**config.mk**
```make
export PLATFORM = sky130hd
export DESIGN_NAME = lsu_control
export DESIGN_NICKNAME = d
export VERILOG_FILES = /design/src/lsu_pkg.sv /design/src/lsu_control.sv
export SDC_FILE = /design/constraint.sdc
export NUM_CORES = 1
export LEC_CHECK = 0
export BUFFER_PORTS_ARGS = -buffer_cell sky130_fd_sc_hd__clkbuf_2
export CORE_AREA = 2 2 132 134
export CTS_BUF_LIST = sky130_fd_sc_hd__clkbuf_16
export DETAILED_ROUTE_END_ITERATION = 6
export DIE_AREA = 0 0 134 136
export PLACE_DENSITY = 0.65
export REMOVE_ABC_BUFFERS = 1
export SETUP_SLACK_MARGIN = 0.5
export SLEW_MARGIN = 20
export SYNTH_ARGS = -nofsm -noshare
export SYNTH_HDL_FRONTEND = slang
export SYNTH_SLANG_ARGS = --single-unit
```
**constraint.sdc**
```tcl
create_clock -name clock -period 3.9 [get_ports clock]
set_input_delay 0.78 -clock clock [delete_from_list [all_inputs] [get_ports clock]]
set_output_delay 0.78 -clock clock [all_outputs]
set_load 0.02 [all_outputs]
```
**src/lsu_pkg.sv**
```systemverilog
`default_nettype none

package lsu_pkg;

	// ************************************************
	// Widths
	// ************************************************
	typedef logic [31:0] word_t;
	typedef logic [3:0]  reg_idx_t;
	typedef logic [2:0]  funct3_t;
	typedef logic [3:0]  strb_t;
	typedef logic [2:0]  axi_size_t;
	typedef logic [1:0]  resp_t;

	// RISC-V load/store width codes.
	localparam funct3_t F3_B  = 3'd0;
	localparam funct3_t F3_H  = 3'd1;
	localparam funct3_t F3_W  = 3'd2;
	localparam funct3_t F3_BU = 3'd4;
	localparam funct3_t F3_HU = 3'd5;

	localparam resp_t RESP_OKAY   = 2'd0;
	localparam resp_t RESP_SLVERR = 2'd2;

	localparam int unsigned MEM_BYTES  = 1024;
	localparam int unsigned MEM_WORDS  = 256;
	localparam int unsigned WORD_IDX_W = $clog2(MEM_WORDS);

	// ************************************************
	// Request, write-back and bus channel payloads
	// ************************************************
	typedef struct packed {
		word_t    exu_val;    // Address, or value for register-only ops.
		word_t    store_data;
		funct3_t  funct3;
		reg_idx_t rd;
		logic     ren;
		logic     wen;
		logic     reg_wen;
	} lsu_req_t;

	typedef struct packed {
		word_t    val;
		reg_idx_t rd;
		logic     reg_wen;
		logic     err;        // Bus returned a non-OKAY response.
	} wb_t;

	typedef struct packed {
		word_t     addr;
		axi_size_t size;
	} axi_addr_t;

	typedef struct packed {
		word_t data;
		strb_t strb;
	} axi_w_t;

	typedef struct packed {
		word_t data;
		resp_t resp;
	} axi_r_t;

	typedef enum logic [2:0] {
		IDLE,
		READ_ADDR,
		READ_DATA,
		WRITE,
		WRITE_RESP,
		DONE
	} lsu_state_e;

endpackage

`default_nettype wire

```
**src/lsu_control.sv**
```systemverilog
`timescale 1ns/1ns
`default_nettype none

module lsu_control import lsu_pkg::*; (
	input  wire        clock,
	input  wire        rst_n,

	input  lsu_req_t   req,
	input  wire        lsu_valid,
	output logic       lsu_ready,

	output wb_t        wb,
	output logic       wb_valid,

	output axi_addr_t  ar,
	output logic       arvalid,
	input  wire        arready,
	input  axi_r_t     r,
	input  wire        rvalid,

	output axi_addr_t  aw,
	output logic       awvalid,
	input  wire        awready,
	input  axi_w_t     w_data_in,
	output axi_w_t     w,
	output logic       wvalid,
	input  wire        wready,
	input  resp_t      bresp,
	input  wire        bvalid,

	output funct3_t    funct3,
	output logic [1:0] offset,
	input  word_t      load_val
);

	lsu_state_e state;
	lsu_state_e state_next;
	word_t      addr_q;
	funct3_t    funct3_q;
	logic       accept;

	assign accept = lsu_valid & lsu_ready;

	// ************************************************
	// Control FSM
	// ************************************************
	always_comb begin
		state_next = state;
		case (state)
			IDLE: begin
				if (lsu_valid) begin
					if (req.ren)
						state_next = READ_ADDR;
					else if (req.wen)
						state_next = WRITE;
					else
						state_next = DONE;    // Register-only op.
				end
			end
			READ_ADDR:  if (arready) state_next = READ_DATA;
			READ_DATA:  if (rvalid) state_next = DONE;
			WRITE:      if (awready & wready) state_next = WRITE_RESP;
			WRITE_RESP: if (bvalid) state_next = DONE;
			DONE:       state_next = IDLE;
			default:    state_next = IDLE;
		endcase
	end

	always_ff @(posedge clock) begin
		if (!rst_n)
			state <= IDLE;
		else
			state <= state_next;
	end

	assign lsu_ready = (state == IDLE);
	assign wb_valid  = (state == DONE);
	assign arvalid   = (state == READ_ADDR);
	assign awvalid   = (state == WRITE);
	assign wvalid    = (state == WRITE);

	// While idle the aligners see the incoming request so that w can be captured at accept.
	assign funct3 = (state == IDLE) ? req.funct3 : funct3_q;
	assign offset = (state == IDLE) ? req.exu_val[1:0] : addr_q[1:0];

	assign ar.addr = addr_q;
	assign ar.size = {1'b0, funct3_q[1:0]};    // 1, 2 or 4 bytes.
	assign aw.addr = addr_q;
	assign aw.size = {1'b0, funct3_q[1:0]};

	// ************************************************
	// Request capture and write-back
	// ************************************************
	always_ff @(posedge clock) begin
		if (accept) begin
			addr_q     <= req.exu_val;
			funct3_q   <= req.funct3;
			w          <= w_data_in;
			wb.val     <= req.exu_val;    // Pass-through value.
			wb.rd      <= req.rd;
			wb.reg_wen <= req.reg_wen;
			wb.err     <= 1'b0;
		end else if (state == READ_DATA && rvalid) begin
			wb.val <= (r.resp == RESP_OKAY) ? load_val : '0;
			wb.err <= (r.resp != RESP_OKAY);
		end else if (state == WRITE_RESP && bvalid) begin
			wb.err <= (bresp != RESP_OKAY);
		end
	end

endmodule

`default_nettype wire

```
## Word level (Yosys, flattened, before mapping)

Index checks and enable logic that the tools add are counted.

- Register bits: 112
- Input port bits: 186
- Output and inout port bits: 154
- Logic and storage cells: 45

- Equality and inequality tests: 10
- Multiplexer cells: 15
- Bitwise gates (word level): 2
- Reduce and logical (&&, ||, !) cells: 9

Operators with widths:

| kind | number |
|---|---|
| 2-to-1 mux 32 bit | 3 |
| 2-to-1 mux 3 bit | 8 |
| one-hot mux 3 bit (5 select lines) | 1 |
| nonzero test 2 bit | 4 |
| equality test 3 x 2 -> 1 bit (second input constant) | 2 |
| equality test 3 bit (second input constant) | 2 |
| != test 2 bit (second input constant) | 3 |
| AND reduction 5 bit | 1 |
| != test 2 x 1 -> 1 bit (second input constant) | 2 |
| equality test 3 x 1 -> 1 bit (second input constant) | 1 |
| zero test 3 bit | 1 |
| AND 1 bit | 2 |
| logical AND 1 bit | 2 |
| zero test 2 bit | 1 |
| 2-to-1 mux 1 bit | 2 |
| 2-to-1 mux 2 bit | 1 |

## Depth between registers and ports, before layout

- Word-level depth: 4
- Depth in mapped cells: 7

## Worst setup path after synthesis

OpenSTA, ideal clock, no wires.

- Path type: input to register
- From: input lsu_valid
- To: register wb[10] (netlist bit), enable pin
- Setup time: 0.395 ns
- Data arrival time: 1.985 ns
- Required time: 3.505 ns
- Path slack: 1.520 ns
- Cell stages on the path: 4
- Buffers on the path: 1
- Cells stage by stage: nand2b_4 -> nor3_4 -> buf_6 -> nand2b_1

- Cells in the longest elaborated chain, start to end: 2

Ends and longest elaborated chain:

| item | RTL line | text |
|---|---|---|
| start: declaration | lsu_control.sv:9 | `input wire lsu_valid,` |
| AND 1 bit | lsu_control.sv:42 | `assign accept = lsu_valid & lsu_ready;` |
| nonzero test 2 bit (no line) | n/a |  |
| end: declaration | lsu_control.sv:12 | `output wb_t wb,` |

No other way between the ends.
A chain may end at the register's enable or synchronous reset.

## Worst setup path in the final report

- From: register state[1]
- To: output funct3[1]

- Cells in the longest elaborated chain, start to end: 2

Ends and longest elaborated chain:

| item | RTL line | text |
|---|---|---|
| start: declaration | lsu_control.sv:36 | `lsu_state_e state;` |
| start signal: assignment | lsu_control.sv:73 | `state <= state_next;` |
| zero test 3 bit | lsu_control.sv:83 | `assign funct3 = (state == IDLE) ? req.funct3 : funct3_q;` |
| 2-to-1 mux 3 bit | lsu_control.sv:83 |  |
| end: declaration | lsu_control.sv:31 | `output funct3_t funct3,` |

No other way between the ends.

==> metrics <==
status=complete, no violations; period utilisation layout=66.4%; compound-cell area share of the yosys netlist=approximately 5.3%; Synth Warn #=0; Clock transition at path regs=approximately 0.070 ns; WHS Path Cells=2; io pins=340; crit path max fanout=13; final setup fails=0; hold path startpoint=wb[0]; combinational power share=between 20% and 30%; # H-tree levels=3; largest net degree at the start of global routing=~140; r2r endpoint=wb[21]; vias per inst=between 4 and 5; clock group share of total power=26.0%; simple logic cell fraction of the synthesized area=8.90%; Adder-Cell Fraction of Synth Area=0%; Placed Cells=751; DRT Pass-1 Iters=4; CTS max path bufs=2; DR vias=3091; Synth Register Bits=around 110; crit path time final=between 2 and 3 ns; Critical R2R Launch=state[0]; Final Util=between 30% and 40%; CP arrival=approximately 1.8 ns; Reg power frac=around 47%; FF-to-FF setup slack=1.90 ns; full die area=~0.018 mm²; Starting Density=between 20% and 30%; unrepaired setup endpoints after global routing=no; row count=48; TritonCTS clock tree=built; Starting DRT DRC Count=between 100 and 150; Routed wire per std cell=14.2 µm; Sw Share=approximately 33%; Pins Over Slew Limit=0; clock sinks=approximately 110; Die H=136 µm; mux contribution to synthesized area=1.28%; fin nets=723; P_int=between 2000 and 2500 µW; R2R depth=3; hold buffers post-CTS=0; PortBufs=273; Layout area overhead=36.2%; Core Box Area=about 0.017 mm²; worst-skew pair later-pin latency=about 0.35 ns; WS Path Type=flop to primary output; Mapped Area=between 0.004 and 0.005 mm²; Die W=134 µm; Min-Delay Endpoint=wb[0]; HP Class=flop to flop; buffer count from post-CTS setup fixing=0; Max Cap Viol=0; GRT Residual Overflow=0; final hold slack=0.562 ns; Post-Syn Instances=between 300 and 400; global route hottest layer=met2; drt drc=0; Synth cell types=32; Final Hold Vio Count=0; first-pass GRT wire length=15.8 mm; Num CTS Buffers=9; root buffer cell=clkbuf_16; share of layout cells above drive strength 1=between 50% and 60%; Post-Synth XOR/XNOR Area=0%; Pwr per Cell Area=about 600 mW/mm²; Final Power=3610 µW; GP Congestion=0.734; GRT Total Usage=between 10% and 20%; initial antenna violation count=0; Total Wirelength=10.9 mm; HPWL Detailed=between 8 and 9 mm; Antenna Nets Post-Route=0; met3 Use GR=under 10%; non-filler cells, final=767; Max Fclk=around 0.39 GHz; main combinational cell family by area after synthesis=buffers and inverters; Lkg Pwr=about 0.0026 µW; Sw Pwr=1210 µW; CP Capture Type=primary output; Diodes inserted=0; number of global-route vias before repair=2900; met1 usage=roughly an eighth; Worst EP required=3.12 ns; post-CTS sizing=0; Avg Cell Area, Syn=roughly 15 µm²; VDD IR max=around 510 µV; met2 GRT Util=20.2%; Max Clock Skew=0.00706 ns; Slew @ Worst Pin=roughly 1 ns; post-synthesis sequential area ratio=75.3%; Slew headroom=between 30% and 40%; crit start category=flop
## Yosys cell counts, drive strengths merged
library cell,n,area (µm²)
a211o,1,8.76
a211oi,1,7.51
a21oi,3,15.0
a31oi,3,18.8
buf,47,373
clkbuf,5,21.3
conb,1,3.75
dfxtp,4,80.1
edfxtp,108,3240
inv,3,11.3
mux2,5,56.3
nand2,66,248
nand2b,4,32.5
nand3b,1,7.51
nand4,1,6.26
nor2,3,11.3
nor2b,2,15.0
nor3,3,31.3
nor3b,3,22.5
nor4bb,1,10.0
o21ai,34,170
o22ai,1,6.26
o31ai,1,7.51
or3b,1,8.76
## critical path, cell delays in order, from the launching register on
cell and delay, ns:
dfxtp_1 0.46, nor3_2 0.47, mux2_2 0.39, clkbuf_2 0.15
## state kept, by name, indices dropped and copies added (netlist names)
| name | cells |
|---|---|
| wb | 38 |
| w | 36 |
| funct3_q | 3 |
| state | 3 |
| addr_q | 32 |
## cell families (layout without fill, tap and decap cells)
| logic type | Yosys count | count (layout) |
|---|---|---|
| mux | 5 | 5 |
| other cells | 1 | 2 |
| simple gates | 85 | 85 |
| compound gates | 44 | 44 |
| flops | 112 | 112 |
| buf+inv | 55 | 294 |
## metrics by stage
stage	TNS (ns)	area, µm²	worst slack, ns
after CTS	0	6010	1.28
after detailed placement	0	5710	1.45
after floorplan	-57.23	4030	-1.10
final	0	6010	1.31
after global placement	0	5710	1.47
after global routing	0	6010	1.20
## layout make-up
| type | count | area [µm²] |
|---|---|---|
| flip-flops and latches | 112 | 3320 |
| inverters | 3 | 11.3 |
| clock inverters | 7 | 78.8 |
| repair buffers | 275 | 1390 |
| clock buffers | 9 | 225 |
| multi-input cells | 136 | 701 |
| well taps | 225 | 282 |
| fillers | 1709 | 10900 |
## power groups by stage
stage               registers, µW  clock network [µW]  logic (µW)
floorplan                    2050                   0         268
finish                       1700                 941         977
CTS                          1700                 977        1000
global route                 1720                1030        1050
global placement             1720                   0         990
detailed placement           1730                   0         999
## worst max-delay path by stage
stage	slack, ns	cells past startpoint	start	endpoint
2_1_floorplan	-1.10	3	lsu_valid	wb[10]
3_3_place_gp	1.47	4	lsu_valid	wb[36]
3_5_place_dp	1.45	4	lsu_valid	wb[36]
4_1_cts	1.28	3	state[1]	funct3[1]
5_1_grt	1.20	3	state[2]	funct3[1]
6_report	1.31	3	state[1]	funct3[1]
## layer usage
| layer | wire length [µm] | vias up |
|---|---|---|
| met3 | 1110 | 15 |
| met4 | 191 | 0 |
| met1 | 4150 | 1405 |
| met5 | 0 | - |
| met2 | 5460 | 168 |
| li1 | - | 1503 |
## cell usage in the layout, fill, tap and decap left out, types with 2 or more instances in the layout
cell / synthesis / final
clkbuf_2: 2 / 273
inv_6: 0 / 2
inv_1: 3 / 4
dfxtp_1: 4 / 4
conb_1: 1 / 2
o21ai_1: 3 / 3
clkbuf_16: 0 / 9
edfxtp_1: 108 / 108
nor2_1: 3 / 2
a21oi_1: 3 / 3
a31oi_1: 3 / 3
nor3b_1: 3 / 3
nand2b_1: 3 / 2
nand2_1: 66 / 66
o21ai_0: 31 / 31
mux2_2: 5 / 5
(Power assumes the default switching activity.)
