===== config.mk =====
export PLATFORM = sky130hd
export DESIGN_NAME = load_extend
export DESIGN_NICKNAME = d
export VERILOG_FILES = /design/src/lsu_pkg.sv /design/src/load_extend.sv
export SDC_FILE = /design/constraint.sdc
export NUM_CORES = 1
export LEC_CHECK = 0
export ABC_CLOCK_PERIOD_IN_PS = 910
export BUFFER_PORTS_ARGS = -buffer_cell sky130_fd_sc_hd__buf_2
export CAP_MARGIN = 20
export CORE_MARGIN = 2
export CORE_UTILIZATION = 37
export DETAILED_ROUTE_END_ITERATION = 7
export GPL_TIMING_DRIVEN = 0
export PLACE_DENSITY = 0.81
export SKIP_LAST_GASP = 1
export SYNTH_ARGS = -nofsm -noshare
export SYNTH_HDL_FRONTEND = slang
export SYNTH_SLANG_ARGS = --single-unit

===== constraint.sdc =====
create_clock -name vclk -period 0.91
set_input_delay 0.0455 -clock vclk [all_inputs]
set_output_delay 0.0455 -clock vclk [all_outputs]
set_load 0.1 [all_outputs]

===== src/lsu_pkg.sv =====
`default_nettype none

package lsu_pkg;

	// ************************************************
	// Widths
	// ************************************************
	typedef logic [31:0] word_t;
	typedef logic [3:0]  reg_idx_t;
	typedef logic [2:0]  funct3_t;
	typedef logic [3:0]  strb_t;
	typedef logic [2:0]  axi_size_t;
	typedef logic [1:0]  resp_t;

	// RISC-V load/store width codes.
	localparam funct3_t F3_B  = 3'd0;
	localparam funct3_t F3_H  = 3'd1;
	localparam funct3_t F3_W  = 3'd2;
	localparam funct3_t F3_BU = 3'd4;
	localparam funct3_t F3_HU = 3'd5;

	localparam resp_t RESP_OKAY   = 2'd0;
	localparam resp_t RESP_SLVERR = 2'd2;

	localparam int unsigned MEM_BYTES  = 1024;
	localparam int unsigned MEM_WORDS  = 256;
	localparam int unsigned WORD_IDX_W = $clog2(MEM_WORDS);

	// ************************************************
	// Request, write-back and bus channel payloads
	// ************************************************
	typedef struct packed {
		word_t    exu_val;    // Address, or value for register-only ops.
		word_t    store_data;
		funct3_t  funct3;
		reg_idx_t rd;
		logic     ren;
		logic     wen;
		logic     reg_wen;
	} lsu_req_t;

	typedef struct packed {
		word_t    val;
		reg_idx_t rd;
		logic     reg_wen;
		logic     err;        // Bus returned a non-OKAY response.
	} wb_t;

	typedef struct packed {
		word_t     addr;
		axi_size_t size;
	} axi_addr_t;

	typedef struct packed {
		word_t data;
		strb_t strb;
	} axi_w_t;

	typedef struct packed {
		word_t data;
		resp_t resp;
	} axi_r_t;

	typedef enum logic [2:0] {
		IDLE,
		READ_ADDR,
		READ_DATA,
		WRITE,
		WRITE_RESP,
		DONE
	} lsu_state_e;

endpackage

`default_nettype wire


===== src/load_extend.sv =====
`timescale 1ns/1ns
`default_nettype none

module load_extend import lsu_pkg::*; (
	input  funct3_t    funct3,
	input  wire [1:0]  offset,
	input  word_t      rdata,
	output word_t      load_val
);

	word_t shifted;

	assign shifted = rdata >> {offset, 3'b000};    // Addressed byte to bit 0.

	always_comb begin
		case (funct3)
			F3_B:    load_val = {{24{shifted[7]}}, shifted[7:0]};
			F3_H:    load_val = {{16{shifted[15]}}, shifted[15:0]};
			F3_W:    load_val = shifted;
			F3_BU:   load_val = {24'd0, shifted[7:0]};
			F3_HU:   load_val = {16'd0, shifted[15:0]};
			default: load_val = '0;    // Not a load code.
		endcase
	end

endmodule

`default_nettype wire


==> impl_metrics.json, run 1 <==
{
  "ys_warn_count": 0,
  "portBuffers": 68,
  "die_w_um": 50.60,
  "cts_hold_buf": 0,
  "synthTopCellsByArea": "mux2i_1, a211oi_1, nor2b_1",
  "synth_top_cell_area_share_pct": 23.68,
  "ios": 69,
  "syn_nets": 146,
  "syn_inst": 109,
  "status": "did not finish",
  "stop_stage": "clock tree synthesis",
  "rows": 16,
  "die_y_um": 50.60,
  "netlist_area_um2": 803.3,
  "netlist_top_cells_count": "mux2i_1, a211oi_1, nand2_1, nor2b_1, o21ai_1",
  "dp_worst_setup_slack_ps": -914.8,
  "gp_congestion": 0.8472,
  "cts_setup_buffers": 17,
  "error_line": "[ERROR DPL-0038] Utilization greater than 100%, impossible to legalize",
  "dp.cells": 204,
  "yosysUniqueCellTypes": 29,
  "start_util_pct": 40.12,
  "synth_most_common_cell": "mux2i_1",
  "ys_seq_area_share_pct": 0,
  "synth_top_cell_by_area": "mux2i_1",
  "postCtsResizedCells": 178,
  "hpwlAfterDp_um": 2805,
  "avgSynthCellArea_um2": 7.369
}
## kinds of logic after synthesis
kind of cell	share of synthesized area, %
and+or+nand+nor	21.96
AOI/OAI and AO/OA	46.73
buffers and inverters	6.231
muxes	25.08
## through the flow
stage	instance area [um2]	setup TNS, ps
after floorplan	1255	-14980
after global placement	1629	-22470
after detailed placement	1629	-23110
==> run 2, diff against run 1 <==
--- a/config.mk
+++ b/config.mk
@@ -5,14 +5,14 @@
 export SDC_FILE = /design/constraint.sdc
 export NUM_CORES = 1
 export LEC_CHECK = 0
-export ABC_CLOCK_PERIOD_IN_PS = 910
+export ABC_CLOCK_PERIOD_IN_PS = 1200
 export BUFFER_PORTS_ARGS = -buffer_cell sky130_fd_sc_hd__buf_2
 export CAP_MARGIN = 20
-export CORE_MARGIN = 2
-export CORE_UTILIZATION = 37
+export CORE_AREA = 2 2 63 65
 export DETAILED_ROUTE_END_ITERATION = 7
+export DIE_AREA = 0 0 65 67
 export GPL_TIMING_DRIVEN = 0
-export PLACE_DENSITY = 0.81
+export PLACE_DENSITY_LB_ADDON = 0.15
 export SKIP_LAST_GASP = 1
 export SYNTH_ARGS = -nofsm -noshare
 export SYNTH_HDL_FRONTEND = slang
==> constraint.sdc (replaced) <==
create_clock -name vclk -period 1.2
set_input_delay 0.06 -clock vclk [all_inputs]
set_output_delay 0.06 -clock vclk [all_outputs]
set_load 0.1 [all_outputs]
==> run 2 against run 1 <==
  * The flow now finishes, with violations (setup timing)
  * Synthesized cell count did not move
  * Synthesized area did not move
==> impl_metrics.json, run 2 <==
{
  "status": "finished, violations left",
  "violations": "setup timing",
  "gp_congestion": 0.8171,
  "rsz0062_at_grt": "yes",
  "crit_buf_inv": 2,
  "netlist_top_cells_count": "mux2i_1, a211oi_1, nand2_1, nor2b_1, o21ai_1",
  "critPathMaxStageDelay_ps": 270,
  "avgSynthCellArea_um2": 7.369,
  "total_power_mw": 1.740,
  "final_cell_mix": "buf_2, buf_12, buf_4",
  "avgViaCountPerCell": 5.004,
  "ys_warn_count": 0,
  "final_net_count": 235,
  "cp_common_cell": "buf_12",
  "pwr-share-seq_pct": 0,
  "grt_pass1_vias": 1385,
  "drtIter0Drc": 57,
  "ir_drop_mv": 0.3787,
  "stdcell_count": 244,
  "hold_viol": 0,
  "clockPowerShare_pct": 0,
  "powerDensity_nw_per_um2": 688.0,
  "hold_depth": 3,
  "worst_setup_path_end_kind": "output pin",
  "fillers": 248,
  "ios": 69,
  "vias": 1221,
  "dr.pass1.iters": 3,
  "synth_top_cell_area_share_pct": 23.68,
  "fin_ws_ps": -114.4,
  "start_util_pct": 22.28,
  "critical_path_depth": 6,
  "slowest_stage": "mux2i_4",
  "worstSetupStartpointType": "input port",
  "die_area_um2": 4355,
  "maxCapViolations": 0,
  "pwr-share-comb_pct": 100.0,
  "wl_per_cell_um": 18.34,
  "final_common_cell": "buf_2",
  "path_cells": "buf_12, mux2i_4, nand3b_1, o211a_4, a21o_4, buf_12",
  "critical_path_class": "in -> out",
  "cts_hold_buf": 0,
  "ant_nets": 0,
  "seqCellArea_um2": 0,
  "hpwlAfterDp_um": 2828,
  "overflow": 0,
  "min_path_type": "in -> out",
  "utilization_pct": 70.12,
  "synth_most_common_cell": "mux2i_1",
  "p_sw_share_pct": 61.89,
  "worst_pin_slew_ps": 440.9,
  "netlist_area_um2": 803.3,
  "drcViolationCount": 0,
  "holdWs_ps": 532.1,
  "power_leakage_nw": 1.001,
  "diodes": 0,
  "yosysUniqueCellTypes": 29,
  "period_share_pct": 109.5,
  "n_sequential_cell": 0,
  "rows": 22,
  "maxSlewViolCount": 0,
  "die_w_um": 65,
  "syn2layout_area_growth_pct": 214.8,
  "synthTopCellsByArea": "mux2i_1, a211oi_1, nor2b_1",
  "ys_seq_area_share_pct": 0,
  "core-area_um2": 3606,
  "dp.cells": 225,
  "power.internal_uw": 663.1,
  "post-route-min-period_ps": 1314,
  "routed_wl_um": 4474,
  "worstPathMaxFanout": 7,
  "fin_setup_tns_ps": -1939,
  "setup_viol": 27,
  "arrival_ps": 1250,
  "slew_headroom_pct": 70.48,
  "syn_nets": 146,
  "p_switching_mw": 1.077,
  "syn_inst": 109,
  "critical_path.top_delay_family": "compound AO/OA/AOI/OAI gates",
  "antenna_found_initial": 0,
  "synth_top_cell_by_area": "mux2i_1",
  "drive_gt1_share_pct": 85.20,
  "portBuffers": 68,
  "max_freq_mhz": 760.8,
  "cp.required_ps": 1140,
  "die_y_um": 67,
  "grt_pass1_wl_um": 6672,
  "grt_max_degree": 11,
  "grtUsageTotal_pct": 19.73,
  "nClkBuffers": 0
}
run 2: kinds of logic (layout without fill, tap and decap cells):
group           Yosys count  count (layout)  synth area share (%)
compound gates           50              50                 46.73
mux                      20              20                 25.08
buf+inv                   9              96                 6.231
simple gates             30              30                 21.96
run 2: final timing paths:
kind	startpoint	endpoint	slack, ps
setup / recovery	offset[0]	load_val[25]	-110
hold / removal	rdata[25]	load_val[25]	530
run 2: per-layer routing:
layer / global-route usage [%] / up-vias / share of wire (%)
li1: - / 593 / -
met1: 24.21 / 598 / 41
met2: 38.02 / 28 / 56
met3: 1.182 / 2 / 2.4
met4: 3.191 / 0 / 0.45
met5: 0 / - / 0
run 2: final cells by class:
| cell class | count | area, um2 | area share, % |
|---|---|---|---|
| Multi-Input combinational cell | 100 | 1356 | 53.64 |
| Timing Repair Buffer | 88 | 1008 | 39.88 |
| Buffer | 8 | 103.9 | 4.107 |
| Tap cell | 48 | 60.06 | 2.375 |
run 2: power groups by stage:
stage	combinational, mW	clock (mW)	sequential (mW)
6_report	1.74	0	0
5_1_grt	1.79	0	0
4_1_cts	1.64	0	0
3_5_place_dp	1.28	0	0
3_3_place_gp	1.27	0	0
2_1_floorplan	1.05	0	0
run 2: stage by stage:
step	cell area [um2]	worst slack [ps]
after global placement	1648	-653.0
after global routing	2529	-156.6
after CTS	2350	-120.3
after detailed placement	1648	-646.7
after floorplan	1247	-283.4
final	2529	-114.4
run 2: repair_timing:
action                     4_1_cts  5_1_grt
pin swaps                        8        8
gates resized for setup        146       27
gates cloned                     1        0
buffers inserted                14        5
setup endpoints to repair       32       30
Note: power is estimated with default switching activity, not from simulation.
==> run 3, diff against run 2 <==
--- a/config.mk
+++ b/config.mk
@@ -5,12 +5,12 @@
 export SDC_FILE = /design/constraint.sdc
 export NUM_CORES = 1
 export LEC_CHECK = 0
-export ABC_CLOCK_PERIOD_IN_PS = 1200
-export BUFFER_PORTS_ARGS = -buffer_cell sky130_fd_sc_hd__buf_2
+export ABC_CLOCK_PERIOD_IN_PS = 1710
 export CAP_MARGIN = 20
 export CORE_AREA = 2 2 63 65
 export DETAILED_ROUTE_END_ITERATION = 7
 export DIE_AREA = 0 0 65 67
+export DONT_BUFFER_PORTS = 1
 export GPL_TIMING_DRIVEN = 0
 export PLACE_DENSITY_LB_ADDON = 0.15
 export SKIP_LAST_GASP = 1
==> constraint.sdc (replaced) <==
create_clock -name vclk -period 1.71
set_input_delay 0.0855 -clock vclk [all_inputs]
set_output_delay 0.0855 -clock vclk [all_outputs]
set_load 0.1 [all_outputs]
==> run 3 against run 2 <==
  * The run now ends clean
  * Power decreased by 57%
  * Non-clock buffer count shrank 85
  * Routed wire length decreased by 23%
  * Cell count down 35%
  * Highest routed layer is now met3
  * Die area is the same
  * Core utilization down 37 points
  * Setup slack improved by 120 ps
  * First-iteration DRC count down 44%
  * Critical path type unchanged
  * Sequential cell count is the same
  * Global-route usage decreased by 4.6 points
  * Largest cell class unchanged
==> impl_metrics.json, run 3 (same netlist as run 2, synthesis figures left out) <==
{
  "arrival_ps": 1620,
  "worstSetupStartpointType": "input port",
  "avgViaCountPerCell": 5.654,
  "final_cell_mix": "mux2i_1, o21ai_4, nor2b_1",
  "seqCellArea_um2": 0,
  "diodes": 0,
  "die_y_um": 67,
  "pwr-share-seq_pct": 0,
  "powerDensity_nw_per_um2": 628.1,
  "power_leakage_nw": 0.4442,
  "clockPowerShare_pct": 0,
  "worst_pin_slew_ps": 1183,
  "rsz0062_at_grt": "yes",
  "fillers": 389,
  "startpoint": "offset[0]",
  "status": "complete, no violations",
  "endpoint": "load_val[0]",
  "grtUsageTotal_pct": 15.12,
  "maxSlewViolCount": 0,
  "drtIter0Drc": 32,
  "grt_max_degree": 11,
  "rows": 22,
  "p_switching_uw": 615.7,
  "overflow": 0,
  "total_power_uw": 754.4,
  "holdWs_ps": 467.2,
  "cts_hold_buf": 0,
  "final_net_count": 150,
  "antenna_found_initial": 0,
  "pwr-share-comb_pct": 100.0,
  "hpwlAfterDp_um": 2638,
  "fin_setup_tns_ps": 0,
  "min_path_type": "in -> out",
  "n_sequential_cell": 0,
  "dpl-instance-area_um2": 988.4,
  "drive_gt1_share_pct": 49.55,
  "grt_pass1_vias": 995,
  "core-area_um2": 3606,
  "nClkBuffers": 0,
  "gp_congestion": 0.7790,
  "ant_nets": 0,
  "post-route-min-period_ps": 1704,
  "die_area_um2": 4355,
  "cp.required_ps": 1620,
  "portBuffers": 0,
  "dr.pass1.iters": 2,
  "drcViolationCount": 0,
  "wl_per_cell_um": 21.61,
  "syn2layout_area_growth_pct": 49.53,
  "vias": 899,
  "period_share_pct": 99.67,
  "ir_drop_mv": 0.1129,
  "hold_viol": 0,
  "critical_path_class": "in -> out",
  "final_area_um2": 1201,
  "slew_headroom_pct": 21.20,
  "maxCapViolations": 0,
  "final_common_cell": "mux2i_1",
  "worst_setup_path_end_kind": "output pin",
  "worstPathMaxFanout": 10,
  "setup_viol": 0,
  "p_sw_share_pct": 81.61,
  "max_freq_mhz": 586.7,
  "ios": 69,
  "start_util_pct": 22.28,
  "die_w_um": 65,
  "power.internal_uw": 138.8,
  "grt_pass1_wl_um": 5188,
  "routed_wl_um": 3436,
  "multiInputGateArea_um2": 1056
}
## run 3: how the worst min path moves through the flow
stage          slack [ps]      start      endpoint  cells after the start
2_1_floorplan         630  rdata[24]  load_val[24]                      1
3_3_place_gp          640  rdata[30]  load_val[30]                      1
3_5_place_dp          570  rdata[31]  load_val[31]                      2
4_1_cts               470  rdata[31]  load_val[31]                      2
5_1_grt               480  rdata[31]  load_val[31]                      2
6_report              470  rdata[31]  load_val[31]                      2
## run 3: cell type report
class / instances / share of cell area (%)
Timing Repair Buffer: 2 / 2.292
Buffer: 9 / 4.792
Multi-Input combinational cell: 100 / 87.92
Tap cell: 48 / 5.000
## run 3: metrics by stage
step	instances	utilization, %	worst slack [ps]
3_5_place_dp	157	27.41	-351.2
5_1_grt	159	33.31	-40.20
2_1_floorplan	109	-	-300.4
3_3_place_gp	157	25.95	-504.1
4_1_cts	157	29.98	-187.8
6_report	159	33.31	5.682
## run 3: critical path, stage by stage
cell and delay (ps):
buf_6 120, buf_4 240, mux2i_1 200, a211oi_4 970
## run 3: per-layer routing
layer,global-route usage [%],wire length [um],up-vias,share of wire (%)
met4,1.330,0,0,0
met1,18.71,1352,441,39
met2,26.68,1760,36,51
met5,0,0,-,0
met3,4.561,323,0,9.4
li1,-,-,422,-
## run 3: power groups by stage
stage               clock network [mW]  registers (mW)  logic [mW]
floorplan                            0               0       0.627
global placement                     0               0       0.669
detailed placement                   0               0       0.696
CTS                                  0               0       0.724
global route                         0               0       0.779
finish                               0               0       0.754
## run 3: repair_timing
item	4_1_cts	5_1_grt
endpoints found under the setup margin	32	32
gates resized for setup	23	23
pin swaps	6	5
setup buffers	0	2
cloned	0	0
==> run 4, diff against run 3 <==
==> constraint.sdc (replaced) <==
create_clock -name vclk -period 1.71
set_input_delay 0.342 -clock vclk [all_inputs]
set_output_delay 0.342 -clock vclk [all_outputs]
set_load 0.1 [all_outputs]
==> run 4 against run 3 <==
  * The flow now finishes with violations (setup timing)
  * First-iteration DRC count down 6.3%
  * Hold slack better by 490 ps
  * Power up 19%
  * Final area up 42%
  * Routed wire length up 7.5%
  * Combinational power up 19%
  * Via count up 8.8%
==> impl_metrics.json, run 4 (same netlist as run 2, synthesis figures left out) <==
{
  "slew_headroom_pct": 27.04,
  "worstPathMaxFanout": 8,
  "nClkBuffers": 0,
  "diodes": 0,
  "dp_worst_setup_slack_ps": -497.1,
  "core-area_um2": 3606,
  "fin_ws_ps": -359.9,
  "grt_pass1_vias": 1033,
  "maxSlewViolCount": 0,
  "post-route-min-period_ps": 2070,
  "die_y_um": 67,
  "status": "finished, violations left",
  "final_common_cell": "buf_4",
  "die_w_um": 65,
  "violations": "setup timing",
  "ir_drop_mv": 0.1796,
  "period_share_pct": 121.0,
  "stdcell_count": 175,
  "final_net_count": 166,
  "routed_wl_um": 3695,
  "slowest_stage": "a211oi_4",
  "drcViolationCount": 0,
  "ant_nets": 0,
  "arrival_ps": 1730,
  "gp_congestion": 0.8044,
  "min_path_type": "in -> out",
  "route.met3.wl_um": 238,
  "hold_start": "rdata[27]",
  "grtUsageTotal_pct": 17.45,
  "grt_pass1_wl_um": 5878,
  "worstSetupStartpointType": "input port",
  "start_util_pct": 22.28,
  "maxCapViolations": 0,
  "dr.pass1.iters": 4,
  "hold_depth": 1,
  "syn2layout_area_growth_pct": 111.7,
  "grt_max_degree": 11,
  "total_power_uw": 895.7,
  "worst_pin_slew_ps": 1091,
  "dr.max_layer_used": "met3",
  "critPathMaxStageDelay_ps": 930,
  "worst_setup_path_end_kind": "output pin",
  "overflow": 0,
  "routed-wl-met2_um": 1899,
  "seqCellArea_um2": 0,
  "rows": 22,
  "crit_buf_inv": 2,
  "critical_path_class": "in -> out",
  "avgViaCountPerCell": 5.589,
  "n_sequential_cell": 0,
  "die_area_um2": 4355,
  "hpwlAfterDp_um": 2727,
  "powerDensity_nw_per_um2": 526.8,
  "drtIter0Drc": 30,
  "cp.required_ps": 1370,
  "vias": 978,
  "cts_hold_buf": 0,
  "portBuffers": 0,
  "power_leakage_nw": 0.6042,
  "worstHoldEndpoint": "load_val[27]",
  "wl_per_cell_um": 21.11,
  "critical_path.top_delay_family": "compound AO/OA/AOI/OAI gates",
  "rsz0062_at_grt": "yes",
  "path_cells": "buf_12, buf_12, mux2i_2, a211oi_4",
  "antenna_found_initial": 0,
  "setup_viol": 32,
  "drive_gt1_share_pct": 70.08,
  "hold_viol": 0,
  "max_freq_mhz": 483.1,
  "dp.cells": 157,
  "wl_met1_um": 1558,
  "ios": 69,
  "final_cell_mix": "buf_4, o21ai_4, mux2i_1",
  "cp_common_cell": "buf_12"
}
==> run 4: repair_timing <==
action                                  CTS  global route
endpoints found under the setup margin   32            32
pin swaps                                15             6
setup buffers                            16             2
hold endpoints to repair                  0             0
gates cloned                              0             0
resized for setup                        30            16
==> run 4: layer usage <==
metal,vias to the layer above,GRT usage [%]
met5,-,0
met4,0,1.330
met3,0,3.547
met2,30,31.57
met1,479,22.11
li1,469,-
==> run 4: how the worst max path moves through the flow <==
| stage | from | to | slack, ps | cells after the start |
|---|---|---|---|---|
| finish | offset[0] | load_val[6] | -360 | 4 |
| global route | offset[0] | load_val[0] | -390 | 4 |
| CTS | offset[0] | load_val[3] | -370 | 4 |
| detailed placement | offset[0] | load_val[8] | -500 | 5 |
| global placement | offset[0] | load_val[8] | -480 | 5 |
| floorplan | offset[0] | load_val[0] | -340 | 4 |
==> run 4: report_power, final <==
| group | internal (mW) | switching [mW] |
|---|---|---|
| Combinational | 0.241 | 0.655 |
| Clock | 0 | 0 |
| Sequential | 0 | 0 |
| Total | 0.241 | 0.655 |
==> run 4: cell type report <==
type | instances | area [um2]
Buffer | 9 | 126.4
Fill cell | 331 | 1906
Multi-Input combinational cell | 100 | 1334
Tap cell | 48 | 60.06
Timing Repair Buffer | 18 | 180.2
==> run 4: metrics by stage <==
stage	utilization, %	setup TNS (ps)	instance area [um2]	hold slack, ps
after floorplan	-	-8353	1255	954.8
after global placement	36.47	-12610	1315	957.6
after detailed placement	36.47	-13150	1315	957.5
after CTS	45.59	-8268	1644	957.6
after global routing	47.15	-9436	1700	957.9
final	47.15	-7678	1700	956.8
