### src/lsu_pkg.sv
`default_nettype none

package lsu_pkg;

	// ************************************************
	// Widths
	// ************************************************
	typedef logic [31:0] word_t;
	typedef logic [3:0]  reg_idx_t;
	typedef logic [2:0]  funct3_t;
	typedef logic [3:0]  strb_t;
	typedef logic [2:0]  axi_size_t;
	typedef logic [1:0]  resp_t;

	// RISC-V load/store width codes.
	localparam funct3_t F3_B  = 3'd0;
	localparam funct3_t F3_H  = 3'd1;
	localparam funct3_t F3_W  = 3'd2;
	localparam funct3_t F3_BU = 3'd4;
	localparam funct3_t F3_HU = 3'd5;

	localparam resp_t RESP_OKAY   = 2'd0;
	localparam resp_t RESP_SLVERR = 2'd2;

	localparam int unsigned MEM_BYTES  = 1024;
	localparam int unsigned MEM_WORDS  = 256;
	localparam int unsigned WORD_IDX_W = $clog2(MEM_WORDS);

	// ************************************************
	// Request, write-back and bus channel payloads
	// ************************************************
	typedef struct packed {
		word_t    exu_val;    // Address, or value for register-only ops.
		word_t    store_data;
		funct3_t  funct3;
		reg_idx_t rd;
		logic     ren;
		logic     wen;
		logic     reg_wen;
	} lsu_req_t;

	typedef struct packed {
		word_t    val;
		reg_idx_t rd;
		logic     reg_wen;
		logic     err;        // Bus returned a non-OKAY response.
	} wb_t;

	typedef struct packed {
		word_t     addr;
		axi_size_t size;
	} axi_addr_t;

	typedef struct packed {
		word_t data;
		strb_t strb;
	} axi_w_t;

	typedef struct packed {
		word_t data;
		resp_t resp;
	} axi_r_t;

	typedef enum logic [2:0] {
		IDLE,
		READ_ADDR,
		READ_DATA,
		WRITE,
		WRITE_RESP,
		DONE
	} lsu_state_e;

endpackage

`default_nettype wire

### src/store_align.sv
`timescale 1ns/1ns
`default_nettype none

module store_align import lsu_pkg::*; (
	input  funct3_t    funct3,
	input  wire [1:0]  offset,
	input  word_t      store_data,
	output axi_w_t     w_data
);

	strb_t base_mask;

	// Byte count from the width bits; signedness does not matter for stores.
	always_comb begin
		case (funct3[1:0])
			F3_B[1:0]: base_mask = 4'b0001;
			F3_H[1:0]: base_mask = 4'b0011;
			F3_W[1:0]: base_mask = 4'b1111;
			default:   base_mask = 4'b0000;
		endcase
	end

	assign w_data.strb = base_mask << offset;
	assign w_data.data = store_data << {offset, 3'b000};    // Move into byte lane.

endmodule

`default_nettype wire

### config.mk
export PLATFORM = sky130hd
export DESIGN_NAME = store_align
export DESIGN_NICKNAME = d
export VERILOG_FILES = /design/src/lsu_pkg.sv /design/src/store_align.sv
export SDC_FILE = /design/constraint.sdc
export NUM_CORES = 1
export LEC_CHECK = 0
export ABC_AREA = 1
export ABC_CLOCK_PERIOD_IN_PS = 800
export BUFFER_PORTS_ARGS = -buffer_cell sky130_fd_sc_hd__buf_2
export CAP_MARGIN = 25
export CORE_ASPECT_RATIO = 1.4
export CORE_UTILIZATION = 30
export DETAILED_ROUTE_END_ITERATION = 10
export GPL_ROUTABILITY_DRIVEN = 0
export PLACE_DENSITY_LB_ADDON = 0.05
export SYNTH_ARGS = -nofsm -noshare
export SYNTH_HDL_FRONTEND = slang
export SYNTH_SLANG_ARGS = --single-unit
### constraint.sdc
create_clock -name vclk -period 0.8
set_input_delay 0.08 -clock vclk [all_inputs]
set_output_delay 0.08 -clock vclk [all_outputs]
set_load 0.02 [all_outputs]
Word-level counts from Yosys, hierarchy flattened
Cells that the tools add are included.
Widths: inputs -> output; s select.

word-level totals
  flip-flop bits (word level) = 0
  input port bits = 37

cells by class
  reduce and logical (&&, ||, !) cells = 1
  equal/unequal tests = 2
  shifts and indexed selects = 2
  muxes and demuxes = 1

operators with widths
  cell                number
  $shl 32x5->32       1
  $pmux 4 s3          1
  $shl 4x2->4         1
  $eq 2x1->1 const B  1
  $eq 2x2->1 const B  1
  $logic_not 2->1     1

Longest topological paths before layout
Gate-level depths: netlist of the first run.

  depth in word-level cells = 3
  mapped depth = 5

Least setup slack after synthesis of the first run
No wires, ideal clock.

  path type = input -> output
  start = input funct3[0]
  end = output w_data[2] in the netlist's numbering
  data arrival time = 0.974 ns
  cell stages on the path = 5
  buffers on the path = 0
  path slack = -0.254 ns
  cells stage by stage = inv_1 -> ha_1 -> nand2_1 -> nand2_1 -> o21ai_0

RTL lines
  item                line              RTL
  start: declaration  store_align.sv:5  input funct3_t funct3,
  end: declaration    store_align.sv:8  output axi_w_t w_data

==> results.md, run 1 <==
* Status: finished with violations
* Failing checks: setup timing
* Max-slew headroom at the worst pin at 90.6%
* Antenna violations before repair at 0
* F_max at roughly 1100 MHz
* # clk buffers at 0
* Worst Hold Class: input pin to primary output
* WP data arrival at around 790 ps
* Dominant cell type by area after synthesis: nand2_1
* Worst slack, placed at -177 ps
* Post-layout minimum cycle time at 873 ps
* Final Cycle Share at 109%
* RSZ-0062 raised after global routing: yes
* # port buffers at just over 70
* Share of post-route cells with drive strength above 1 at a little over three fifths
* Post-DR vias/cell at roughly 4.8
* Post-detail-place hpwl at between 1.5 and 2 mm
* Die area at just under 0.003 sq mm
* ANT nets after route at 0
* Boundary pin count at 73
* Post-layout net count at 303
* Syn_nets at ~220
* CP Launch Type: input pin
* Mapped Area at just over 800 sq um
* Total Routing Usage GR at about a fifth
* Seq/Total Area, Yosys at 0%
* Lkg Pwr at 0.00115 uW
* WL final at 3.57 mm
* WL/cell at ~12 microns
* Worst-path cell chain: buf_8 -> inv_4 -> ha_4 -> nand2_1 -> nand2_1 -> o21ai_1 -> buf_4
* Initial Util at approximately 33%
* Max incr delay on CP at approximately 190 ps
* Max-slew violations at 0
* Worst Hold Slack at between 500 and 600 ps
* Die Wd at 45.9 microns
* Avg Inst Size Synth at between 4 and 5 sq um
* Yosys warns at 0
* Die Span Y at ~64 microns
* Critical path's slowest cell: ha_4
* Seq Cell Count at 0
* Commonest non-fill, non-tap cell in the layout: nand2_1
* Cell seen most often among critical-path stages: nand2_1
* Setup-failing EPs final at 23
* Final instance area at about 0.002 sq mm
* Most frequent cells in the layout: nand2_1, buf_2, inv_1
* CP Class: input pin to primary output
* Pwr Total at ~1300 uW
* Top post-synthesis cells by area: nand2_1, nand3_1, inv_1, buf_6, nor3_1
* Layout area overhead at 143%
* Via count at roughly 1400
* Required @ worst endpoint at 720 ps
* Syn Inst Count at 183
* Register area at 0 sq um
* Maxcap violations at 0
* Setup crit end kind: primary output
* Critical path fanouts, max at 2
* Overflow after GRT at 0
* Pwr dens at 669 mW/mm^2
* Fin. Hold Viols at 0
* Core footprint at 0.00247 sq mm
* Setup TNS at -670 ps
* Final worst slack at -73.1 ps
* Ant diodes at 0
* First-pass GRT wire length at about 4.5 mm
* Drt pass-1 iters at 4
* Drt drc at 0
* Synth cell types at 10
* Slew of the pin with the lowest slew margin at about 140 ps
* Top-area cell type share of the netlist area at between 30% and 40%
* Row count at 21
* Iteration-0 DRC Markers at 17
* Vias in the first global route at 1143
* Peak VDD IR at approximately 0.5 mV
* Cts hold-fix bufs at 0
* DP Area at roughly 0.0013 sq mm
* Pin count of the biggest net entering global routing at 21
==> Yosys cell counts <==
cell type and number:
nor3_1 9, o21ai_0 1, nand2_1 80, inv_2 2, nor2_1 11, buf_2 6, inv_1 33, nand3_1 33
ha_1 2, buf_6 6
==> metal layers <==
metal	GRT usage [%]	wire (microns)	up-vias
li1	-	-	717
met1	24.5	1370	631
met2	35.6	1950	55
met3	1.15	188	6
met4	0.735	71	0
met5	0	0	-
==> cell families (layout without fill, tap and decap cells) <==
kind of cell / after synthesis / in the layout / share of synthesized area, %
AO/OA/AOI/OAI: 1 / 1 / 0.617
adder cells (fa/ha/maj): 2 / 2 / 3.09
buffers and inverters: 47 / 126 / 28.2
AND/OR/NAND/NOR: 133 / 133 / 68.1
==> cell type report <==
| cell class | count | area [sq um] |
|---|---|---|
| Timing Repair Buffer | 91 | 906 |
| Tap cell | 34 | 42.5 |
| Fill cell | 204 | 499 |
| Multi-Input combinational cell | 136 | 873 |
| Inverter | 35 | 149 |
==> report_power, final <==
part | total, uW | switching (uW) | internal (uW)
clock | 0 | 0 | 0
combinational | 1320 | 681 | 637
sequential | 0 | 0 | 0
total | 1320 | 681 | 637
==> worst max-delay path, delay by kind of cell <==
family	cells	cell delay [ps]
buffers and inverters	3	310
adder cells (fa/ha/maj)	1	190
AO/OA/AOI/OAI	1	120
AND/OR/NAND/NOR	2	90
==> repair_timing <==
item / 4_1_cts / 5_1_grt
cloned: 3 / 6
endpoints found under the setup margin: 36 / 34
resized for setup: 56 / 101
setup buffers: 0 / 0
pin swaps: 5 / 21
==> path summary, 6_finish.rpt <==
kind	from	cells after the start	endpoint
worst min-delay path	store_data[1]	4	w_data[21]
worst max-delay path	funct3[0]	7	w_data[2]
==> metrics by stage <==
| step | utilization [%] | instances |
|---|---|---|
| floorplan | - | 183 |
| global placement | 51.0 | 287 |
| detailed placement | 51.0 | 287 |
| CTS | 61.0 | 290 |
| global route | 79.8 | 296 |
| finish | 79.8 | 296 |
No activity file was read; power rests on OpenSTA's default activity.
==> inputs of run 2 (changes only) <==
--- a/config.mk
+++ b/config.mk
@@ -9,11 +9,13 @@
 export ABC_CLOCK_PERIOD_IN_PS = 800
 export BUFFER_PORTS_ARGS = -buffer_cell sky130_fd_sc_hd__buf_2
 export CAP_MARGIN = 25
+export CELL_PAD_IN_SITES_DETAIL_PLACEMENT = 1
+export CELL_PAD_IN_SITES_GLOBAL_PLACEMENT = 1
 export CORE_ASPECT_RATIO = 1.4
-export CORE_UTILIZATION = 30
+export CORE_UTILIZATION = 20
 export DETAILED_ROUTE_END_ITERATION = 10
 export GPL_ROUTABILITY_DRIVEN = 0
-export PLACE_DENSITY_LB_ADDON = 0.05
+export PLACE_DENSITY = 0.89
 export SYNTH_ARGS = -nofsm -noshare
 export SYNTH_HDL_FRONTEND = slang
 export SYNTH_SLANG_ARGS = --single-unit
==> run 2 against run 1 <==
  * The flow still finishes with violations (setup timing)
  * Sequential share of layout area did not move
  * Design area rose by 5.8%
  * Combinational power rose by 8%
  * Final cell count rose by 2.0%
  * Global-route usage fell by 3.5 points
  * Hold slack improved by 1.5 ps
  * Setup slack improved by 4.8 ps
==> results.md, run 2 (synthesis results as in run 1) <==
* # port buffers at 72 (unchanged)
* Post-detail-place hpwl at 2.62 mm (+41%)
* Required @ worst endpoint at 720 ps (about the same)
* Final instance area at 0.00209 sq mm (+5.8%)
* Placed cells at 297 (+3.5%)
* # clk buffers at 0 (unchanged)
* Core footprint at 0.00392 sq mm (+59%)
* WL final at 4.81 mm (+35%)
* F_max at 1150 MHz (+0.55%)
* Row count at 27 (+29%)
* RSZ-0062 raised after global routing: yes
* Initial Util at 20.7% (-12 points)
* Overflow after GRT at 0 (unchanged)
* Pwr dens at 680 mW/mm^2 (+1.6%)
* Die area at 0.00432 sq mm (+48%)
* Lkg Pwr at 0.00117 uW (+1.8%)
* Met3 wire len at 143 microns (-24%)
* Metal2 WL at 2.96 mm (+52%)
* Seq Cell Count at 0 (unchanged)
* Worst slack, placed at -200 ps (-22.7 ps)
* Iteration-0 DRC Markers at 34 (+17)
* Register area at 0 sq um (unchanged)
* WP data arrival at 790 ps (about the same)
* Worst Hold Slack at 506 ps (+1.50 ps)
* Post-layout minimum cycle time at 868 ps (-4.76 ps)
* Status: finished with violations
* Ant diodes at 0 (unchanged)
* CP Class: input pin to primary output
* Antenna violations before repair at 0 (unchanged)
* Boundary pin count at 73 (unchanged)
* Final Cycle Share at 109% (-0.60 points)
* Post-layout net count at 300 (-0.99%)
* Most frequent cells in the layout: nand2_2, buf_2, inv_1, nand2_1, buf_6
* Met1 wire length at 1.68 mm (+23%)
* Setup crit end kind: primary output
* WL/cell at 15.9 microns (+32%)
* Vias in the first global route at 1385 (+21%)
* DP Area at 0.00130 sq mm (+3.5%)
* DR top layer: met4
* Max-slew headroom at the worst pin at 87.9% (-2.7 points)
* Pin count of the biggest net entering global routing at 21 (unchanged)
* Maxcap violations at 0 (unchanged)
* Drt pass-1 iters at 4 (unchanged)
* Peak VDD IR at 0.397 mV (-19%)
* Final worst slack at -68.4 ps (+4.76 ps)
* Layout area overhead at 157%
* Slew of the pin with the lowest slew margin at 182 ps (+40.6 ps)
* Critical path fanouts, max at 2 (unchanged)
* Post-DR vias/cell at 4.87 (+2.3%)
* Die Span Y at 77.3 microns (+22%)
* ANT nets after route at 0 (unchanged)
* Final non-filler cell total at 302 (+2.0%)
* Drt drc at 0 (unchanged)
* CP Launch Type: input pin
* Share of post-route cells with drive strength above 1 at 66.8% (+4.2 points)
* Fin. Hold Viols at 0 (unchanged)
* Die Wd at 55.8 microns (+21%)
* Worst Hold Class: input pin to primary output
* Failing checks: setup timing
* Via count at 1470 (+4.3%)
* Max-slew violations at 0 (unchanged)
* Setup-failing EPs final at 25 (+8.7%)
* Commonest non-fill, non-tap cell in the layout: nand2_2
* Pwr Total at 1420 uW (+7.5%)
* First-pass GRT wire length at 5.81 mm (+28%)
* Total Routing Usage GR at 15.8% (-3.5 points)
run 2: changes by cell type in the layout (fill, tap and decap cells not counted), moves of 2 or more:
cell / change
buf_12: +2
buf_4: -7
nand2_1: -10
nand2_2: +8
nand2_4: +2
nor2_4: +2
nor3_2: -3
nor3_4: +4
run 2: through the flow:
step | util, % | setup TNS [ps]
6_report | 53.2 | -733
5_1_grt | 53.2 | -1510
4_1_cts | 40.5 | -462
3_5_place_dp | 33.2 | -3400
3_3_place_gp | 33.2 | -2690
2_1_floorplan | - | -1180
run 2: metal layers:
metal	vias to the layer above	track usage (%)
met2	38	32.0
met3	4	0.500
met4	0	2.93
li1	710	-
met1	718	18.0
met5	-	0
run 2: path summary, 6_finish.rpt:
kind     startpoint          to  slack [ps]  cells past startpoint
min   store_data[6]  w_data[26]         510                      4
max       funct3[1]   w_data[2]         -70                      6
run 2: power by group:
| part | switching, uW | internal, uW | leakage [uW] | total, uW |
|---|---|---|---|---|
| clock network | 0 | 0 | 0 | 0 |
| logic | 753 | 665 | 0.00117 | 1420 |
| registers | 0 | 0 | 0 | 0 |
run 2: worst max-delay path, stage by stage:
cell     delay (ps)
buf_8           100
ha_4            240
nand2_2          60
nand2_2          40
o21ai_1         110
buf_4           150
run 2: repair_timing:
action	in CTS	in global routing
setup endpoints to repair	36	33
pin swaps	7	17
gates cloned	1	4
setup buffers	0	0
hold buffers	0	0
resized for setup	76	110
run 2: area by class of cell:
type               instances  area [sq um]
multi-input cells        136           961
repair buffers            88           920
inverters                 35           151
fillers                  486          1830
well taps                 43          53.8
==> inputs of run 3 (changes only) <==
--- a/config.mk
+++ b/config.mk
@@ -6,16 +6,17 @@
 export NUM_CORES = 1
 export LEC_CHECK = 0
 export ABC_AREA = 1
-export ABC_CLOCK_PERIOD_IN_PS = 800
+export ABC_CLOCK_PERIOD_IN_PS = 1000
 export BUFFER_PORTS_ARGS = -buffer_cell sky130_fd_sc_hd__buf_2
 export CAP_MARGIN = 25
 export CELL_PAD_IN_SITES_DETAIL_PLACEMENT = 1
 export CELL_PAD_IN_SITES_GLOBAL_PLACEMENT = 1
 export CORE_ASPECT_RATIO = 1.4
-export CORE_UTILIZATION = 20
+export CORE_UTILIZATION = 24
 export DETAILED_ROUTE_END_ITERATION = 10
 export GPL_ROUTABILITY_DRIVEN = 0
-export PLACE_DENSITY = 0.89
+export GPL_TIMING_DRIVEN = 0
+export PLACE_DENSITY = 0.95
 export SYNTH_ARGS = -nofsm -noshare
 export SYNTH_HDL_FRONTEND = slang
 export SYNTH_SLANG_ARGS = --single-unit
==> constraint.sdc (replaced) <==
create_clock -name vclk -period 1
set_input_delay 0.1 -clock vclk [all_inputs]
set_output_delay 0.1 -clock vclk [all_outputs]
set_load 0.02 [all_outputs]
==> run 3 against run 2 <==
  * The flow now finishes without violations
  * First-iteration DRC count shrank 18%
  * Core utilization shrank 7.3 points
  * Design area shrank 31%
  * Sequential share of layout area is the same
  * Setup slack gained 97 ps
  * Critical path type unchanged
  * Highest routed layer unchanged
==> results.md, run 3 (synthesis results as in run 1) <==
* Max-slew violations at 0 (unchanged)
* Worst Hold Class: input pin to primary output
* WL final at 4.02 mm (-16%)
* Share of post-route cells with drive strength above 1 at 40.6% (-26 points)
* Via count at 1399 (-4.8%)
* Crit. Startpoint: offset[0]
* CP Class: input pin to primary output
* Ant diodes at 0 (unchanged)
* # port buffers at 71 (-1.4%)
* Peak VDD IR at 0.226 mV (-43%)
* RSZ-0062 raised after global routing: yes
* Boundary pin count at 73 (unchanged)
* Core footprint at 0.00315 sq mm (-20%)
* # clk buffers at 0 (unchanged)
* Iteration-0 DRC Markers at 28 (-18%)
* Die Span Y at 70.8 microns (-8.5%)
* WP data arrival at 870 ps (+80 ps)
* Setup Fix Bufs, Post-CTS at 0 (unchanged)
* Critical path fanouts, max at 10 (+8)
* Setup crit end kind: primary output
* WL/cell at 13.6 microns (-14%)
* Fin. Hold Viols at 0 (unchanged)
* Overflow after GRT at 0 (unchanged)
* Die Wd at 51.1 microns (-8.4%)
* Multi-input logic area at 648 sq um (-33%)
* Vias in the first global route at 1349 (-2.6%)
* Layout area overhead at 78.5%
* Slew of the pin with the lowest slew margin at 251 ps (+69.6 ps)
* Final core occ at 45.9% (-7.3 points)
* Hold Path Depth at 4 (unchanged)
* Hold Path Sink: w_data[8]
* Maxcap violations at 0 (unchanged)
* Post-layout net count at 297 (-1.0%)
* Final Cycle Share at 97.2%
* Initial Util at 25.7% (+5.0 points)
* Die area at 0.00362 sq mm (-16%)
* Lkg Pwr at 0.000953 uW (-18%)
* Post-DR vias/cell at 4.74 (-2.6%)
* Max-slew headroom at the worst pin at 83.2% (-4.6 points)
* Commonest non-fill, non-tap cell in the layout: nand2_1
* Post-detail-place hpwl at 2.89 mm (+10%)
* Status: complete, no violations
* Total Routing Usage GR at 20.3% (+4.5 points)
* Placed cells at 293 (-1.3%)
* Pwr dens at 559 mW/mm^2 (-18%)
* Setup-failing EPs final at 0 (-100%)
* Post-layout minimum cycle time at 972 ps
* Register area at 0 sq um (unchanged)
* Drt pass-1 iters at 4 (unchanged)
* Antenna violations before repair at 0 (unchanged)
* ANT nets after route at 0 (unchanged)
* Final instance area at 0.00145 sq mm (-31%)
* Drt drc at 0 (unchanged)
* Pin count of the biggest net entering global routing at 11 (-48%)
* Seq Cell Count at 0 (unchanged)
* Required @ worst endpoint at 900 ps (+180 ps)
* Row count at 24 (-11%)
* CP Launch Type: input pin
* F_max at just over 1000 MHz
* First-pass GRT wire length at 5.84 mm (+0.48%)
* Final non-filler cell total at 295 (-2.3%)
* Hold_sp: store_data[4]
* Most frequent cells in the layout: nand2_1, buf_2, nand3_1
* DP Area at 0.00121 sq mm (-6.7%)
* Filler cells at 486 (unchanged)
-- run 3: cell count changes in the layout (fill, tap and decap cells not counted), moves of 4 or more --
cell / before / now
nand2_1: 32 / 73
nand2_2: 38 / 7
buf_2: 33 / 52
buf_6: 29 / 13
nand3_1: 17 / 33
nand3_2: 16 / 0
nand2_4: 10 / 0
buf_12: 8 / 0
buf_4: 9 / 15
nor2_1: 4 / 10
nor3_4: 5 / 0
nor2_2: 5 / 1
-- run 3: where the power goes --
part           internal (uW)  total, uW  switching, uW
registers                  0          0              0
clock network              0          0              0
logic                    339        809            470
-- run 3: stage by stage --
step | setup TNS [ps] | setup WS [ps] | hold WS, ps | power, uW
6_report | 0 | 28.3 | 559 | 809
5_1_grt | -29.2 | -15.7 | 572 | 871
4_1_cts | 0 | 6.38 | 559 | 703
3_5_place_dp | -401 | -41.4 | 559 | 671
3_3_place_gp | -170 | -25.1 | 554 | 654
2_1_floorplan | 0 | 24.3 | 341 | 424
-- run 3: worst max path at each step --
stage / endpoint / slack (ps) / cells past startpoint
5_1_grt: w_data[1] / -20 / 6
3_5_place_dp: w_data[32] / -40 / 7
4_1_cts: w_data[12] / 6 / 7
2_1_floorplan: w_data[4] / 20 / 3
3_3_place_gp: w_data[35] / -30 / 7
6_report: w_data[8] / 30 / 5
-- run 3: per-layer routing --
| metal | wire length, microns | vias to the layer above | part of all wire, % | global-route usage, % |
|---|---|---|---|---|
| li1 | - | 698 | - | - |
| met1 | 1560 | 633 | 39 | 24.4 |
| met2 | 2160 | 58 | 54 | 39.3 |
| met3 | 181 | 10 | 4.5 | 0.645 |
| met4 | 121 | 0 | 3.0 | 2.78 |
| met5 | 0 | - | 0 | 0 |
-- run 3: cell type report --
| type | count | share of cell area [%] |
|---|---|---|
| Inverter | 35 | 9.42 |
| Tap cell | 39 | 3.37 |
| Timing Repair Buffer | 73 | 33.6 |
| Buffer | 12 | 8.82 |
| Multi-Input combinational cell | 136 | 44.8 |
-- run 3: what timing repair did --
action	in CTS	in global routing
cloned	0	2
gates resized for setup	15	43
pin swaps	1	7
endpoints found under the setup margin	22	29
hold buffers	0	0
-- run 3: critical path: stages --
cell	delay (ps)
buf_6	110
buf_8	130
buf_6	150
nor3_1	200
buf_4	170
